==> config.mk <==
export PLATFORM = sky130hd
export DESIGN_NAME = tlk2711_top
export DESIGN_NICKNAME = d
export VERILOG_FILES = /design/src/common/tlk2711_link_pkg.sv /design/src/common/tlk2711_reg_pkg.sv /design/src/hw/tlk2711_top.sv /design/src/tlk2711_rx/tlk2711_rx_link.sv /design/src/tlk2711_tx/tlk2711_tx_data.sv /design/src/hw/reg_mgt.sv
export VERILOG_INCLUDE_DIRS = /design/src /design/src/common
export SDC_FILE = /design/constraint.sdc
export NUM_CORES = 1
export LEC_CHECK = 0
export BUFFER_PORTS_ARGS = -buffer_cell sky130_fd_sc_hd__buf_2
export CORE_MARGIN = 2
export CORE_UTILIZATION = 49
export CTS_CLUSTER_SIZE = 24
export DETAILED_ROUTE_END_ITERATION = 8
export PLACE_DENSITY = 0.72
export SYNTH_ARGS = -nofsm -noshare
export SYNTH_HDL_FRONTEND = slang
export SYNTH_SLANG_ARGS = --single-unit
==> constraint.sdc <==
create_clock -name clk -period 5.7 [get_ports clk]
set_clock_uncertainty 0.15 [all_clocks]
set_input_delay 1.425 -clock clk [delete_from_list [all_inputs] [get_ports clk]]
set_output_delay 1.425 -clock clk [all_outputs]
set_load 0.05 [all_outputs]
==> src/common/tlk2711_defines.svh <==
// tlk2711 link controller constants
// register map, k-character codes and timing windows
`ifndef TLK2711_DEFINES_SVH
`define TLK2711_DEFINES_SVH

// register addresses, 64-bit aligned
`define TLK_REG_CTRL     16'h0000
`define TLK_REG_TX_CFG   16'h0008
`define TLK_REG_STATUS   16'h0010
`define TLK_REG_RX_CNT   16'h0018
`define TLK_REG_RX_LAST  16'h0020

// k28.5 idle on msb only, sof/eof with both k flags
`define TLK_K_IDLE       16'hBC50
`define TLK_K_SOF        16'hFBFB
`define TLK_K_EOF        16'hFDFD

`define TLK_IDLE_GAP     4
`define TLK_LOSS_WINDOW  64
`define TLK_IRQ_WIDTH    8

`endif
==> src/common/tlk2711_link_pkg.sv <==
// tlk2711 lane-side types
// 16-bit serdes word with k flags, framer and parser states
package tlk2711_link_pkg;

    typedef logic [15:0] tlk_word_t;

    // one lane beat, same shape for tx and rx
    typedef struct packed {
        tlk_word_t word;
        logic      kmsb;
        logic      klsb;
    } tlk_lane_t;

    typedef enum logic [2:0] {
        TX_IDLE,
        TX_SOF,
        TX_HDR,
        TX_BODY,
        TX_CSUM,
        TX_EOF,
        TX_GAP
    } tx_state_e;

    // receive parser
    typedef enum logic [1:0] {
        RX_HUNT,
        RX_HDR,
        RX_DATA
    } rx_state_e;

endpackage

==> src/common/tlk2711_reg_pkg.sv <==
// tlk2711 register-side types
// host register port widths, configuration and status records
package tlk2711_reg_pkg;

    typedef logic [15:0] reg_addr_t;
    typedef logic [63:0] reg_data_t;

    typedef logic [15:0] body_len_t;
    typedef logic [15:0] frame_cnt_t;

    // transmit test configuration
    typedef struct packed {
        body_len_t  body_num;
        frame_cnt_t frame_num;
        logic       loopen;
    } tx_cfg_t;

    typedef struct packed {
        logic check_ena;
        logic loss_det_ena;
    } rx_cfg_t;

    // receive counters and link state
    typedef struct packed {
        logic [31:0] frame_cnt;
        logic [31:0] err_cnt;
        body_len_t   last_len;
        frame_cnt_t  last_hdr;
        logic        link_loss;
    } rx_stat_t;

endpackage

==> src/hw/tlk2711_top.sv <==
// tlk2711 serial link controller top
// register block, transmit framer and receive link block
`timescale 1ns/1ps
`include "tlk2711_defines.svh"

module tlk2711_top (
    input  logic                        clk,
    input  logic                        i_rst_n,
    input  logic                        i_reg_wen,
    input  tlk2711_reg_pkg::reg_addr_t  i_reg_waddr,
    input  tlk2711_reg_pkg::reg_data_t  i_reg_wdata,
    input  logic                        i_reg_ren,
    input  tlk2711_reg_pkg::reg_addr_t  i_reg_raddr,
    output tlk2711_reg_pkg::reg_data_t  o_reg_rdata,
    output logic                        o_tx_irq,
    output logic                        o_rx_irq,
    output logic                        o_loss_irq,
    input  tlk2711_link_pkg::tlk_lane_t i_rx_lane,
    output tlk2711_link_pkg::tlk_lane_t o_tx_lane,
    output logic                        o_tlk_enable,
    output logic                        o_tlk_loopen
);
    import tlk2711_reg_pkg::*;

    tx_cfg_t  tx_cfg;
    rx_cfg_t  rx_cfg;
    rx_stat_t rx_stat;
    logic     tx_start;
    logic     soft_rst;
    logic     tx_busy;
    logic     tx_done;
    logic     rx_frame;
    logic     loss;

    reg_mgt reg_mgt_i (
        .clk          (clk),
        .i_rst_n      (i_rst_n),
        .i_reg_wen    (i_reg_wen),
        .i_reg_waddr  (i_reg_waddr),
        .i_reg_wdata  (i_reg_wdata),
        .i_reg_ren    (i_reg_ren),
        .i_reg_raddr  (i_reg_raddr),
        .o_reg_rdata  (o_reg_rdata),
        .i_tx_busy    (tx_busy),
        .i_tx_done    (tx_done),
        .i_rx_stat    (rx_stat),
        .i_rx_frame   (rx_frame),
        .i_loss       (loss),
        .o_tx_cfg     (tx_cfg),
        .o_rx_cfg     (rx_cfg),
        .o_tx_start   (tx_start),
        .o_soft_rst   (soft_rst),
        .o_tlk_loopen (o_tlk_loopen),
        .o_tx_irq     (o_tx_irq),
        .o_rx_irq     (o_rx_irq),
        .o_loss_irq   (o_loss_irq)
    );

    tlk2711_tx_data tlk2711_tx_data_i (
        .clk          (clk),
        .i_rst_n      (i_rst_n),
        .i_soft_rst   (soft_rst),
        .i_tx_start   (tx_start),
        .i_tx_cfg     (tx_cfg),
        .o_tx_lane    (o_tx_lane),
        .o_tlk_enable (o_tlk_enable),
        .o_tx_busy    (tx_busy),
        .o_tx_done    (tx_done)
    );

    tlk2711_rx_link tlk2711_rx_link_i (
        .clk        (clk),
        .i_rst_n    (i_rst_n),
        .i_soft_rst (soft_rst),
        .i_rx_cfg   (rx_cfg),
        .i_rx_lane  (i_rx_lane),
        .o_rx_stat  (rx_stat),
        .o_rx_frame (rx_frame),
        .o_loss     (loss)
    );

endmodule

==> src/tlk2711_rx/tlk2711_rx_link.sv <==
// tlk2711 receive link block
// frame parser with checksum and pattern check, frame and error
// counters, and a k-silence link-loss detector
`timescale 1ns/1ps
`include "tlk2711_defines.svh"

module tlk2711_rx_link (
    input  logic                        clk,
    input  logic                        i_rst_n,
    input  logic                        i_soft_rst,
    input  tlk2711_reg_pkg::rx_cfg_t    i_rx_cfg,
    input  tlk2711_link_pkg::tlk_lane_t i_rx_lane,
    output tlk2711_reg_pkg::rx_stat_t   o_rx_stat,
    output logic                        o_rx_frame,
    output logic                        o_loss
);
    import tlk2711_reg_pkg::*;
    import tlk2711_link_pkg::*;

    localparam int LOSS_W = $clog2(`TLK_LOSS_WINDOW + 1);

    rx_state_e         state;
    logic              held_vld;
    tlk_word_t         held;
    tlk_word_t         sum;
    tlk_word_t         exp_word;
    frame_cnt_t        hdr;
    body_len_t         len;
    logic              pat_err;
    logic [31:0]       frame_cnt;
    logic [31:0]       err_cnt;
    body_len_t         last_len;
    frame_cnt_t        last_hdr;
    logic              link_loss;
    logic [LOSS_W-1:0] silence_cnt;
    logic              k_any;
    logic              is_sof;
    logic              is_eof;
    logic              csum_bad;

    assign k_any  = i_rx_lane.kmsb | i_rx_lane.klsb;
    assign is_sof = i_rx_lane.kmsb & i_rx_lane.klsb & (i_rx_lane.word == `TLK_K_SOF);
    assign is_eof = i_rx_lane.kmsb & i_rx_lane.klsb & (i_rx_lane.word == `TLK_K_EOF);
    // last held word is the checksum
    assign csum_bad = !held_vld || (held != sum);

    //////////////////////////////////////////////////
    // parser and counters
    always_ff @(posedge clk) begin
        if (!i_rst_n || i_soft_rst) begin
            state      <= RX_HUNT;
            held_vld   <= 1'b0;
            o_rx_frame <= 1'b0;
            frame_cnt  <= '0;
            err_cnt    <= '0;
            last_len   <= '0;
            last_hdr   <= '0;
        end else begin
            o_rx_frame <= 1'b0;
            if (is_sof) begin
                // sof anywhere restarts the parse
                state <= RX_HDR;
            end else begin
                case (state)
                    RX_HDR: begin
                        if (!k_any) begin
                            state    <= RX_DATA;
                            held_vld <= 1'b0;
                        end
                    end
                    RX_DATA: begin
                        if (is_eof) begin
                            state      <= RX_HUNT;
                            o_rx_frame <= 1'b1;
                            frame_cnt  <= frame_cnt + 1'b1;
                            last_len   <= len;
                            last_hdr   <= hdr;
                            if (csum_bad || pat_err) begin
                                err_cnt <= err_cnt + 1'b1;
                            end
                        end else if (!k_any) begin
                            held_vld <= 1'b1;
                        end
                    end
                    default: ;
                endcase
            end
        end
    end

    // one-word holdback, data is only non-k words
    always_ff @(posedge clk) begin
        if (state == RX_HDR && !k_any) begin
            hdr      <= i_rx_lane.word;
            sum      <= i_rx_lane.word;
            exp_word <= i_rx_lane.word;
            len      <= '0;
            pat_err  <= 1'b0;
        end else if (state == RX_DATA && !k_any && held_vld) begin
            sum      <= sum + held;
            exp_word <= exp_word + 1'b1;
            len      <= len + 1'b1;
            if (i_rx_cfg.check_ena && held != exp_word) begin
                pat_err <= 1'b1;
            end
        end
        if (state == RX_DATA && !k_any) begin
            held <= i_rx_lane.word;
        end
    end

    //////////////////////////////////////////////////
    // link loss, sticky until soft reset
    always_ff @(posedge clk) begin
        if (!i_rst_n || i_soft_rst) begin
            silence_cnt <= '0;
            link_loss   <= 1'b0;
            o_loss      <= 1'b0;
        end else begin
            o_loss <= 1'b0;
            if (k_any) begin
                silence_cnt <= '0;
            end else if (silence_cnt != LOSS_W'(`TLK_LOSS_WINDOW)) begin
                silence_cnt <= silence_cnt + 1'b1;
            end
            if (i_rx_cfg.loss_det_ena && !k_any && !link_loss &&
                silence_cnt >= LOSS_W'(`TLK_LOSS_WINDOW - 1)) begin
                link_loss <= 1'b1;
                o_loss    <= 1'b1;
            end
        end
    end

    assign o_rx_stat.frame_cnt = frame_cnt;
    assign o_rx_stat.err_cnt   = err_cnt;
    assign o_rx_stat.last_len  = last_len;
    assign o_rx_stat.last_hdr  = last_hdr;
    assign o_rx_stat.link_loss = link_loss;

endmodule

==> src/tlk2711_tx/tlk2711_tx_data.sv <==
// tlk2711 transmit framer
// sends counting-pattern test frames delimited by k characters,
// idles between frames and whenever not busy
`timescale 1ns/1ps
`include "tlk2711_defines.svh"

module tlk2711_tx_data (
    input  logic                        clk,
    input  logic                        i_rst_n,
    input  logic                        i_soft_rst,
    input  logic                        i_tx_start,
    input  tlk2711_reg_pkg::tx_cfg_t    i_tx_cfg,
    output tlk2711_link_pkg::tlk_lane_t o_tx_lane,
    output logic                        o_tlk_enable,
    output logic                        o_tx_busy,
    output logic                        o_tx_done
);
    import tlk2711_reg_pkg::*;
    import tlk2711_link_pkg::*;

    localparam int GAP_W = $clog2(`TLK_IDLE_GAP + 1);

    tx_state_e        state;
    // header index runs on across transfers until soft reset
    frame_cnt_t       frame_idx;
    frame_cnt_t       sent_cnt;
    body_len_t        word_cnt;
    logic [GAP_W-1:0] gap_cnt;
    tlk_word_t        pat;
    tlk_word_t        csum;

    //////////////////////////////////////////////////
    // frame sequencer
    always_ff @(posedge clk) begin
        if (!i_rst_n || i_soft_rst) begin
            state     <= TX_IDLE;
            frame_idx <= '0;
            sent_cnt  <= '0;
            word_cnt  <= '0;
            gap_cnt   <= '0;
            o_tx_done <= 1'b0;
        end else begin
            o_tx_done <= 1'b0;
            case (state)
                TX_IDLE: begin
                    // start while busy never reaches here
                    if (i_tx_start && i_tx_cfg.frame_num != '0) begin
                        state    <= TX_SOF;
                        sent_cnt <= '0;
                    end
                end
                TX_SOF: state <= TX_HDR;
                TX_HDR: begin
                    word_cnt <= '0;
                    state    <= (i_tx_cfg.body_num == '0) ? TX_CSUM : TX_BODY;
                end
                TX_BODY: begin
                    word_cnt <= word_cnt + 1'b1;
                    if (word_cnt == i_tx_cfg.body_num - 1'b1) begin
                        state <= TX_CSUM;
                    end
                end
                TX_CSUM: state <= TX_EOF;
                TX_EOF: begin
                    frame_idx <= frame_idx + 1'b1;
                    sent_cnt  <= sent_cnt + 1'b1;
                    if (sent_cnt == i_tx_cfg.frame_num - 1'b1) begin
                        state     <= TX_IDLE;
                        o_tx_done <= 1'b1;
                    end else begin
                        state   <= TX_GAP;
                        gap_cnt <= '0;
                    end
                end
                TX_GAP: begin
                    gap_cnt <= gap_cnt + 1'b1;
                    if (gap_cnt == GAP_W'(`TLK_IDLE_GAP - 1)) begin
                        state <= TX_SOF;
                    end
                end
                default: state <= TX_IDLE;
            endcase
        end
    end

    // payload pattern and running checksum
    always_ff @(posedge clk) begin
        if (state == TX_HDR) begin
            pat  <= frame_idx;
            csum <= frame_idx;
        end else if (state == TX_BODY) begin
            pat  <= pat + 1'b1;
            csum <= csum + pat;
        end
    end

    //////////////////////////////////////////////////
    // lane word for the current state
    always_comb begin
        o_tx_lane.word = `TLK_K_IDLE;
        o_tx_lane.kmsb = 1'b1;
        o_tx_lane.klsb = 1'b0;
        case (state)
            TX_SOF: begin
                o_tx_lane.word = `TLK_K_SOF;
                o_tx_lane.klsb = 1'b1;
            end
            TX_EOF: begin
                o_tx_lane.word = `TLK_K_EOF;
                o_tx_lane.klsb = 1'b1;
            end
            TX_HDR: begin
                o_tx_lane.word = frame_idx;
                o_tx_lane.kmsb = 1'b0;
            end
            TX_BODY: begin
                o_tx_lane.word = pat;
                o_tx_lane.kmsb = 1'b0;
            end
            TX_CSUM: begin
                o_tx_lane.word = csum;
                o_tx_lane.kmsb = 1'b0;
            end
            default: ;
        endcase
    end

    assign o_tx_busy    = (state != TX_IDLE);
    // transceiver stays enabled
    assign o_tlk_enable = 1'b1;

endmodule

==> src/hw/reg_mgt.sv <==
// tlk2711 register block
// host write decode, control pulses, status readback
// and fixed-width interrupt stretching
`timescale 1ns/1ps
`include "tlk2711_defines.svh"

module reg_mgt (
    input  logic                        clk,
    input  logic                        i_rst_n,
    input  logic                        i_reg_wen,
    input  tlk2711_reg_pkg::reg_addr_t  i_reg_waddr,
    input  tlk2711_reg_pkg::reg_data_t  i_reg_wdata,
    input  logic                        i_reg_ren,
    input  tlk2711_reg_pkg::reg_addr_t  i_reg_raddr,
    output tlk2711_reg_pkg::reg_data_t  o_reg_rdata,
    input  logic                        i_tx_busy,
    input  logic                        i_tx_done,
    input  tlk2711_reg_pkg::rx_stat_t   i_rx_stat,
    input  logic                        i_rx_frame,
    input  logic                        i_loss,
    output tlk2711_reg_pkg::tx_cfg_t    o_tx_cfg,
    output tlk2711_reg_pkg::rx_cfg_t    o_rx_cfg,
    output logic                        o_tx_start,
    output logic                        o_soft_rst,
    output logic                        o_tlk_loopen,
    output logic                        o_tx_irq,
    output logic                        o_rx_irq,
    output logic                        o_loss_irq
);
    import tlk2711_reg_pkg::*;

    localparam int IRQ_W = $clog2(`TLK_IRQ_WIDTH + 1);

    reg_data_t  rd_mux;
    logic [2:0] irq_evt;
    logic [2:0] irq_lvl;

    //////////////////////////////////////////////////
    // write decode
    always_ff @(posedge clk) begin
        if (!i_rst_n) begin
            o_tx_cfg   <= '0;
            o_rx_cfg   <= '0;
            o_tx_start <= 1'b0;
            o_soft_rst <= 1'b0;
        end else begin
            // pulses last one cycle
            o_tx_start <= 1'b0;
            o_soft_rst <= 1'b0;
            if (i_reg_wen) begin
                case (i_reg_waddr)
                    `TLK_REG_CTRL: begin
                        o_tx_start            <= i_reg_wdata[0];
                        o_soft_rst            <= i_reg_wdata[1];
                        o_tx_cfg.loopen       <= i_reg_wdata[2];
                        o_rx_cfg.check_ena    <= i_reg_wdata[3];
                        o_rx_cfg.loss_det_ena <= i_reg_wdata[4];
                    end
                    `TLK_REG_TX_CFG: begin
                        o_tx_cfg.body_num  <= i_reg_wdata[15:0];
                        o_tx_cfg.frame_num <= i_reg_wdata[31:16];
                    end
                    default: ;
                endcase
            end
        end
    end

    assign o_tlk_loopen = o_tx_cfg.loopen;

    //////////////////////////////////////////////////
    // status readback
    always_comb begin
        case (i_reg_raddr)
            `TLK_REG_TX_CFG:  rd_mux = {32'b0, o_tx_cfg.frame_num, o_tx_cfg.body_num};
            `TLK_REG_STATUS:  rd_mux = {62'b0, i_rx_stat.link_loss, i_tx_busy};
            `TLK_REG_RX_CNT:  rd_mux = {i_rx_stat.err_cnt, i_rx_stat.frame_cnt};
            `TLK_REG_RX_LAST: rd_mux = {32'b0, i_rx_stat.last_hdr, i_rx_stat.last_len};
            default:          rd_mux = '0;
        endcase
    end

    always_ff @(posedge clk) begin
        if (i_reg_ren) begin
            o_reg_rdata <= rd_mux;
        end
    end

    //////////////////////////////////////////////////
    // interrupt stretchers, a new event restarts the count
    assign irq_evt = {i_loss, i_rx_frame, i_tx_done};

    for (genvar g = 0; g < 3; g++) begin : g_irq
        logic [IRQ_W-1:0] cnt;

        always_ff @(posedge clk) begin
            if (!i_rst_n) begin
                cnt <= '0;
            end else if (irq_evt[g]) begin
                cnt <= IRQ_W'(`TLK_IRQ_WIDTH);
            end else if (cnt != '0) begin
                cnt <= cnt - 1'b1;
            end
        end

        assign irq_lvl[g] = (cnt != '0);
    end

    assign o_tx_irq   = irq_lvl[0];
    assign o_rx_irq   = irq_lvl[1];
    assign o_loss_irq = irq_lvl[2];

endmodule

==> impl_summary.txt, run 1 <==
----------------------------------------------------
[Finish]
  Post-route design area ... ~0.023 mm^2
  Synthesis-to-layout area growth ... 13.5%
  Total number of nets in the final design ... 2436
  Proportion of layout cells with a drive suffix above 1 ... between 10% and 20%
  Count of non-filler cells in the finished layout ... 2823

[Clock network]
  Root buffer cell ... clkbuf_16
  Post-cts sizing count ... 0
  Setup repair bufs after CTS ... 0
  Number of hold buffers added after cts ... 0
  TritonCTS Sinks ... 390
  Clock slew seen by the registers of the worst setup and hold paths ... around 0.060 ns
  TritonCTS Buffers ... 43
  Insertion delay to the later sink of the worst-skew pair ... 0.57 ns
  H-tree depth ... 2
  CTS tree ... built
  Deepest clock path buffer count ... 3

[Floorplan]
  Initial core utilization ... 49.9%
  Core footprint ... 0.0399 mm^2
  Die area ... 0.0422 mm^2
  Row Count ... 73
  Die Ht ... 206 um
  Ports ... 205
  Die width ... 206 um

[Global routing]
  Antenna violations before repair ... 2
  Overflow left after global routing ... 0
  Largest net degree at the start of global routing ... 80
  Total track usage ... between 20% and 30%
  Global-route wire length before repair ... 79200 um
  Vias in the first global route ... 15400

[Pwr]
  Maximum vdd ir drop ... about 0.00026 V
  Total leakage power ... 8.58 nW
  Power density over the cells ... ~280 mW/mm^2

[Route]
  Drt total wl ... 49600 um
  Number of routed nets with antenna violations ... 0
  Vias per Instance ... 5.72
  Routed wirelength normalized by instance count ... 17.6 um
  Drt drc ... 0
  Vias after detailed routing ... ~16000
  Initial DRC count ... 1222
  Iteration count of the initial detailed-routing pass ... 6

[Synthesis]
  Number of instances in the synthesized netlist ... 2140
  Post-synthesis xor/xnor area fraction ... just over 8%
  Fraction of synthesized area in multiplexers ... 4.29%
  Post-synthesis cell type count ... 84
  Number of nets produced by synthesis ... 2312
  Synthesized-area fraction occupied by adder cells ... approximately 3.5%
  Count of state elements after synthesis ... just under 400
  Area fraction in compound gates after synthesis ... 11.7%
  Post-synth EDFFs ... 160
  Yosys warning count ... 0
  Post-synthesis cell area ... 0.0199 mm^2
  Main combinational cell family by area after synthesis ... simple AND/OR/NAND/NOR gates
  Simple logic cell fraction of the synthesized area ... between 20% and 30%
  Proportion of synthesized flip-flops having asynchronous set or reset ... 0%
  Most used flip-flop cell after synthesis ... dfxtp_1
  Mean post-synth cell area ... 9.30 um^2
  Portion of the post-synthesis area used by sequential elements ... 47.3%

[Worst setup path]
  Data required, critical path ... 4.12 ns
  Worst Setup End Kind ... output pin
  Peak per-stage delay on the critical path ... 0.55 ns
  Cell breakdown of the critical path ... buf_4, nor2_1, a22oi_1, o22ai_1, buf_2
  CP Buf/Inv Count ... 2
  Max FO, Critical Path ... 43
  Startpoint Class ... flop
  Top cell family by delay on the critical path ... buffers and inverters
  Critical Path AT ... 2.57 ns
  Critical path type ... flop to output pin
  Worst-path cell with the longest stage delay ... nor2_1

[Placement]
  Post-Place Cells ... 2744
  Cell area reported after detailed placement ... 0.0212 mm^2
  HPWL after DPL ... 35100 um
  Final estimated routing congestion in global placement ... a little under 0.9
  Buffers on Ports ... about 170

[Timing]
  Tightest Pin Transition ... 1.17 ns
  Smallest hold slack ... roughly 0.30 ns
  RSZ-0062 raised after global routing ... false
  Max Fclk ... between 0.2 and 0.25 GHz
  Aggregate negative setup slack ... 0 ns
  Final-report max-slew violation count ... 0
  Worst slew margin ... 22.2%
  Period utilisation layout ... between 70% and 80%
  Minimum clock period ... between 4 and 5 ns
  Final hold violations ... 0
  Count of final setup violators ... 0

[Min path]
  Worst hold path type ... flop to flop

[Run]
  Maximum capacitance violations ... 0

[Status]
  Result of the run ... finished, final reports clean

----------------------------------------------------
[Yosys cell counts, types with 43 or more instances]
| cell type | n | area, um^2 |
|---|---|---|
| nand2_1 | 231 | 867 |
| dfxtp_1 | 230 | 4600 |
| nor2_1 | 213 | 800 |
| edfxtp_1 | 160 | 4800 |
| a21oi_1 | 137 | 686 |
| o21ai_0 | 112 | 561 |
| xor2_1 | 108 | 946 |
| clkbuf_1 | 95 | 357 |
| mux2i_1 | 83 | 831 |
| xnor2_1 | 80 | 701 |
| nand3_1 | 77 | 385 |
| inv_1 | 54 | 203 |
| ha_1 | 52 | 651 |
| nor3_1 | 51 | 255 |
| nor2b_1 | 47 | 294 |
| and2_1 | 43 | 269 |
[tightest hold or removal path: stages, from the launching register on]
cell,delay (ns)
dfxtp_1,0.31
nand2_1,0.05
a21oi_1,0.05
[kinds of logic (layout without fill, tap and decap cells)]
family | after synthesis | in the layout
AND/OR/NAND/NOR | 872 | 872
buffers and inverters | 168 | 325
flip-flops | 390 | 390
multiplexers | 85 | 85
other | 1 | 2
AO/OA/AOI/OAI | 382 | 382
adder cells (fa/ha/maj) | 54 | 54
XOR/XNOR | 188 | 188
[metal layers]
metal  vias to the layer above  wire length, um  track usage, %  part of all wire, %
met5                         -                7               0                0.014
met3                       111             2830            3.63                  5.7
met4                         2             1620            9.04                  3.3
li1                       7830                -               -                    -
met2                       495            23800            39.3                   48
met1                      7703            21300            30.3                   43
[path summary, 6_finish.rpt]
path	startpoint	to	slack (ns)	cells past startpoint
max	tlk2711_tx_data_i.state[0]	o_tx_lane[2]	1.56	5
min	tlk2711_rx_link_i.last_hdr[9]	tlk2711_rx_link_i.last_hdr[9]	0.30	2
max reg2reg	reg_mgt_i.o_tx_cfg[17]	tlk2711_tx_data_i.state[1]	2.21	9
min reg2reg	tlk2711_rx_link_i.last_hdr[9]	tlk2711_rx_link_i.last_hdr[9]	0.30	2
[through the flow]
stage	setup slack [ns]	utilization (%)	total power, mW
5_1_grt	1.45	56.6	6.54
2_1_floorplan	1.58	-	3.41
3_5_place_dp	1.22	53.0	3.56
4_1_cts	1.54	56.6	6.39
3_3_place_gp	1.29	53.0	3.54
6_report	1.56	56.6	6.33
[state kept, by name (all words and copies together) (netlist names), 32 cells and up]
name                         flops
reg_mgt_i.o_reg_rdata           64
reg_mgt_i.o_tx_cfg              32
tlk2711_rx_link_i.err_cnt       32
tlk2711_rx_link_i.frame_cnt     32
[cells in the final DEF (no fill, tap or decap), types with 80 or more instances in the layout]
cell,instances
xor2_1,108
buf_2,171
mux2i_1,83
edfxtp_1,160
o21ai_0,112
nand2_1,231
xnor2_1,80
nor2_1,211
a21oi_1,137
dfxtp_1,230
[report_power, final]
group          switching [mW]  internal, mW
Clock                    1.16          1.67
Combinational           0.340         0.163
Sequential             0.0372          2.96
Total                    1.54          4.79
[layout make-up]
type / count / area (um^2)
fillers: 3457 / 17300
multi-input cells: 1582 / 9850
flip-flops and latches: 390 / 9410
clock buffers: 53 / 1150
repair buffers: 192 / 1030
well taps: 525 / 657
clock inverters: 25 / 277
inverters: 55 / 206
diodes: 1 / 2.50
No activity file was read; power rests on OpenSTA's default activity.
==> run 2, diff against run 1 <==
--- a/config.mk
+++ b/config.mk
@@ -11,7 +11,7 @@
 export CORE_UTILIZATION = 49
 export CTS_CLUSTER_SIZE = 24
 export DETAILED_ROUTE_END_ITERATION = 8
-export PLACE_DENSITY = 0.72
+export PLACE_DENSITY = 0.75
 export SYNTH_ARGS = -nofsm -noshare
 export SYNTH_HDL_FRONTEND = slang
 export SYNTH_SLANG_ARGS = --single-unit
==> constraint.sdc (replaced) <==
create_clock -name clk -period 3.6 [get_ports clk]
set_clock_uncertainty 0.15 [all_clocks]
set_input_delay 0.9 -clock clk [delete_from_list [all_inputs] [get_ports clk]]
set_output_delay 0.9 -clock clk [all_outputs]
set_load 0.05 [all_outputs]
==> run 2 against run 1 <==
  * Sequential power rose by 59%
  * First-iteration DRC count fell by 4.3%
  * Critical path type unchanged
  * Highest routed layer is now met4
  * Wire length rose by 2.0%
==> impl_summary.txt, run 2 (synthesis results as in run 1) <==
----------------------------------------------------
[Floorplan]
  Core footprint ... about 0.040 mm^2
  Die Ht ... 206 um
  Die width ... 206 um
  Die area ... around 0.042 mm^2
  Initial core utilization ... 49.9%
  Ports ... 205
  Row Count ... 73

[Pwr]
  Maximum vdd ir drop ... 0.000338 V
  Power density over the cells ... approximately 440 mW/mm^2
  Total leakage power ... 8.73 nW
  Pwr Total ... between 9 and 10 mW

[Worst setup path]
  Data required, critical path ... 2.55 ns
  Critical path type ... flop to output pin
  CP Buf/Inv Count ... 2
  Peak per-stage delay on the critical path ... 0.34 ns
  Worst Setup End Kind ... output pin
  Startpoint Class ... flop
  Stages on the worst setup path ... 5
  R2r worst-path depth ... 9
  Worst-path cell with the longest stage delay ... buf_2
  Top cell family by delay on the critical path ... simple AND/OR/NAND/NOR gates
  Cell breakdown of the critical path ... buf_4, nor2b_1, nand2_2, o32ai_1, buf_2
  Critical Path AT ... 2.34 ns
  Max FO, Critical Path ... 17

[Finish]
  Proportion of layout cells with a drive suffix above 1 ... 13.8%
  Total number of nets in the final design ... 2465
  Post-route design area ... 0.0228 mm^2
  Highest-count cells in the layout ignoring fill and taps ... nand2_1 (230), dfxtp_1 (230), nor2_1 (211)
  Synthesis-to-layout area growth ... 14.6%
  Filler instances ... ~3400
  Flip-flop count of the largest register after layout ... 64
  Register bank with the most flops ... reg_mgt_i.o_reg_rdata
  Count of non-filler cells in the finished layout ... 2854

[Clock network]
  Root buffer cell ... clkbuf_16
  Clock slew seen by the registers of the worst setup and hold paths ... 0.06 ns
  TritonCTS Buffers ... 43
  Deepest clock path buffer count ... 3
  Setup repair bufs after CTS ... 0
  CTS tree ... built
  H-tree depth ... 2
  TritonCTS Sinks ... 390
  Insertion delay to the later sink of the worst-skew pair ... 0.59 ns

[Route]
  Drt drc ... 0
  Drt total wl ... 50600 um
  Number of routed nets with antenna violations ... 0
  Iteration count of the initial detailed-routing pass ... 6
  Initial DRC count ... about 1200
  Vias per Instance ... approximately 5.7
  Routed wirelength normalized by instance count ... 17.7 um
  Vias after detailed routing ... 16300

[Timing]
  RSZ-0062 raised after global routing ... false
  Period utilisation layout ... between 90% and 100%
  Tightest Pin Transition ... approximately 1.1 ns
  Minimum clock period ... 3.39 ns
  Worst slew margin ... 23.7%
  Slack of the critical path ... 0.206 ns
  Max Fclk ... ~0.29 GHz
  Final-report max-slew violation count ... 0
  Aggregate negative setup slack ... 0 ns
  Final hold violations ... 0
  Count of final setup violators ... 0

[Global routing]
  Overflow left after global routing ... 0
  Largest net degree at the start of global routing ... between 60 and 70
  Total track usage ... about a quarter
  Global-route wire length before repair ... between 80000 and 90000 um
  Antenna violations before repair ... 2
  Vias in the first global route ... 15600

[Min path]
  Worst hold path type ... flop to flop
  Worst hold path stage count ... 2

[Run]
  Maximum capacitance violations ... 0

[Placement]
  Cell area reported after detailed placement ... around 0.021 mm^2
  Post-Place Cells ... 2773
  HPWL after DPL ... around 36000 um
  Buffers on Ports ... 171
  Final estimated routing congestion in global placement ... a little under 0.9
  Post-Place Setup Slack ... 0.214 ns

[Status]
  Result of the run ... finished, final reports clean

----------------------------------------------------
-- run 2: layout make-up --
cell class              instances  area [um^2]  area share [%]
diodes                          1         2.50          0.0110
clock buffers                  59         1180            5.16
clock inverters                21          224           0.982
inverters                      55          206           0.905
multi-input cells            1582         9860            43.2
flip-flops and latches        390         9410            41.3
well taps                     525          657            2.88
repair buffers                221         1270            5.56
-- run 2: worst reg2reg max path: cells and delay by family, from the launching register on --
| family | cells | cell delay [ns] |
|---|---|---|
| flip-flops | 1 | 0.36 |
| AND/OR/NAND/NOR | 3 | 1.06 |
| AO/OA/AOI/OAI | 4 | 1.23 |
| buffers and inverters | 1 | 0.11 |
| adder cells (fa/ha/maj) | 1 | 0.28 |
-- run 2: stage by stage --
stage	hold slack [ns]	util, %
final	0.300	57.1
after global routing	0.321	57.1
after CTS	0.304	57.1
after detailed placement	0.295	53.6
after global placement	0.288	53.6
after floorplan	0.278	-
-- run 2: what timing repair did --
| action | CTS | global route |
|---|---|---|
| setup endpoints to repair | 0 | 4 |
| resized for setup | 0 | 3 |
| endpoints found under the hold margin | 0 | 0 |
| hold buffers | 0 | 0 |
-- run 2: report_power, final --
group,switching (mW),total [mW],internal (mW),leakage (nW)
registers,0.0649,4.75,4.68,3.35
clock network,1.86,4.39,2.54,0.688
logic,0.551,0.819,0.268,4.69
total,2.47,9.96,7.48,8.73
-- run 2: routing by layer --
layer	GRT usage, %	part of all wire (%)	up-vias
met2	39.0	47	535
met1	30.9	42	7798
met3	4.31	6.3	111
met4	10.5	3.8	0
li1	-	-	7889
met5	0	0	-
-- run 2: final timing paths --
path	from	endpoint	slack, ns
setup / recovery	tlk2711_tx_data_i.state[2]	o_tx_lane[11]	0.21
hold / removal	tlk2711_rx_link_i.last_len[6]	tlk2711_rx_link_i.last_len[6]	0.30
setup reg to reg	reg_mgt_i.o_tx_cfg[17]	tlk2711_tx_data_i.state[1]	0.28
hold reg to reg	tlk2711_rx_link_i.last_len[6]	tlk2711_rx_link_i.last_len[6]	0.30
==> run 3, diff against run 2 <==
--- a/config.mk
+++ b/config.mk
@@ -11,7 +11,8 @@
 export CORE_UTILIZATION = 49
 export CTS_CLUSTER_SIZE = 24
 export DETAILED_ROUTE_END_ITERATION = 8
-export PLACE_DENSITY = 0.75
+export GPL_ROUTABILITY_DRIVEN = 1
+export PLACE_DENSITY = 0.71
 export SYNTH_ARGS = -nofsm -noshare
 export SYNTH_HDL_FRONTEND = slang
 export SYNTH_SLANG_ARGS = --single-unit
==> run 3 against run 2 <==
  * Worst setup slack improved by 0.018 ns
  * First-iteration DRC count fell by 12%
  * Cell area shrank 0.43%
  * Via count is 1.1% lower
  * Fmax up 0.54%
  * Global-route usage fell by 0.38 points
  * Hold slack is essentially flat
  * Register-to-register slack worse by 0.03 ns
  * Count of clock-buffer cells in the layout decreased by 1
  * Sequential share of layout area is 0.18 points higher
  * Combinational power is essentially flat
  * Highest routed layer is now met5
==> impl_summary.txt, run 3 (synthesis results as in run 1) <==
----------------------------------------------------
[Global routing]
  Vias in the first global route ... 15300
  Global-route wire length before repair ... 79400 um
  Antenna violations before repair ... 2
  Overflow left after global routing ... 0
  Largest net degree at the start of global routing ... 66
  Total track usage ... about a quarter

[Worst setup path]
  Critical Path AT ... about 2.3 ns
  Startpoint Class ... flop
  Critical path type ... flop to output pin
  Max FO, Critical Path ... 12
  Worst Setup End Kind ... output pin
  Data required, critical path ... 2.55 ns

[Timing]
  Max Fclk ... 0.296 GHz
  Final hold violations ... 0
  Count of final setup violators ... 0
  Minimum clock period ... 3.38 ns
  RSZ-0062 raised after global routing ... false
  Worst slew margin ... 28.6%
  Period utilisation layout ... 93.8%
  Final-report max-slew violation count ... 0
  Tightest Pin Transition ... around 1.1 ns

[Finish]
  Synthesis-to-layout area growth ... 14.1%
  Flip-flop count of the largest register after layout ... 64
  Filler instances ... approximately 3500
  Highest-count cells in the layout ignoring fill and taps ... nand2_1 (231), dfxtp_1 (229), nor2_1 (210)
  Post-route design area ... 0.0227 mm^2
  Total number of nets in the final design ... around 2500
  Register bank with the most flops ... reg_mgt_i.o_reg_rdata
  Total inserted antenna cells ... 0
  Proportion of layout cells with a drive suffix above 1 ... a little over an eighth
  Count of non-filler cells in the finished layout ... 2851
  Leading cell type in the layout, fill and taps excluded ... nand2_1

[Pwr]
  Pwr Total ... 9.73 mW
  Maximum vdd ir drop ... 0.000382 V
  Power density over the cells ... 429 mW/mm^2
  Total leakage power ... 8.67 nW

[Floorplan]
  Die Ht ... 206 um
  Initial core utilization ... between 40% and 50%
  Row Count ... 73
  Die width ... between 200 and 250 um
  Ports ... about 210
  Die area ... 0.0422 mm^2
  Core footprint ... 0.0399 mm^2

[Placement]
  Buffers on Ports ... around 170
  Final estimated routing congestion in global placement ... 0.973
  HPWL after DPL ... about 36000 um
  Post-Place Cells ... around 2800
  Cell area reported after detailed placement ... 0.0214 mm^2

[Clock network]
  Setup repair bufs after CTS ... 0
  Insertion delay to the later sink of the worst-skew pair ... 0.57 ns
  Clock slew seen by the registers of the worst setup and hold paths ... roughly 0.060 ns
  Root buffer cell ... clkbuf_16
  H-tree depth ... 2
  Deepest clock path buffer count ... 3
  Number of hold buffers added after cts ... 0
  TritonCTS Buffers ... 44
  TritonCTS Sinks ... 390
  CTS tree ... built

[Route]
  Routed wirelength normalized by instance count ... 17.5 um
  Vias after detailed routing ... around 16000
  Initial DRC count ... between 1000 and 1500
  Drt drc ... 0
  Iteration count of the initial detailed-routing pass ... 5
  Vias per Instance ... 5.67
  Drt total wl ... between 40000 and 50000 um
  Number of routed nets with antenna violations ... 0

[Run]
  Maximum capacitance violations ... 0

[Min path]
  Worst hold path type ... flop to flop

[Status]
  Result of the run ... finished, final reports clean

----------------------------------------------------
-- run 3: cell types whose count changed in the layout (fill, tap and decap cells not counted), sizes merged --
cell | previous run | this run
buf | 221 | 218
clkinv | 17 | 19
clkbuf | 59 | 58
diode | 1 | 0
bufinv | 3 | 0
clkinvlp | 0 | 4
inv | 56 | 55
-- run 3: path summary, 6_finish.rpt --
check / from / to / slack [ns] / depth (start not counted)
setup / recovery: tlk2711_tx_data_i.state[1] / o_tx_lane[17] / 0.22 / 6
hold / removal: tlk2711_rx_link_i.last_len[5] / tlk2711_rx_link_i.last_len[5] / 0.30 / 2
setup reg to reg: reg_mgt_i.o_tx_cfg[17] / tlk2711_tx_data_i.state[0] / 0.25 / 9
hold reg to reg: tlk2711_rx_link_i.last_len[5] / tlk2711_rx_link_i.last_len[5] / 0.30 / 2
-- run 3: cell type report --
cell class	count	area, um^2	area share [%]
Multi-Input combinational cell	1582	9850	43.4
Clock inverter	23	129	0.568
Tap cell	525	657	2.89
Clock buffer	58	1200	5.30
Inverter	55	206	0.909
Timing Repair Buffer	218	1250	5.49
Sequential cell	390	9410	41.4
-- run 3: routing by layer --
metal,GRT usage [%],share of wire (%),vias to the layer above
met5,0,0.026,-
met4,8.56,3.1,2
met3,3.83,5.7,95
met2,38.8,47,440
met1,30.9,44,7741
li1,-,-,7882
-- run 3: timing repair --
| item | 4_1_cts | 5_1_grt |
|---|---|---|
| hold endpoints to repair | 0 | 0 |
| resized for setup | 0 | 1 |
| endpoints found under the setup margin | 0 | 2 |
-- run 3: stage by stage --
step           hold WS [ns]  util, %  setup TNS [ns]  worst slack (ns)
2_1_floorplan         0.278        -               0           0.00161
3_3_place_gp          0.287     53.5               0            0.0296
3_5_place_dp          0.294     53.5        -0.00376          -0.00376
4_1_cts               0.301     56.9               0            0.0783
5_1_grt               0.328     56.9               0            0.0105
6_report              0.300     56.9               0             0.224
-- run 3: worst max-delay path: stages (launching register included) --
cell and delay (ns):
dfxtp_1 0.55, inv_1 0.12, buf_4 0.18, nand2_1 0.38
nor2_1 0.07, a21oi_1 0.15, buf_2 0.29
-- run 3: power breakdown --
part	switching (mW)	internal (mW)
clock	1.82	2.35
combinational	0.549	0.268
sequential	0.0616	4.68
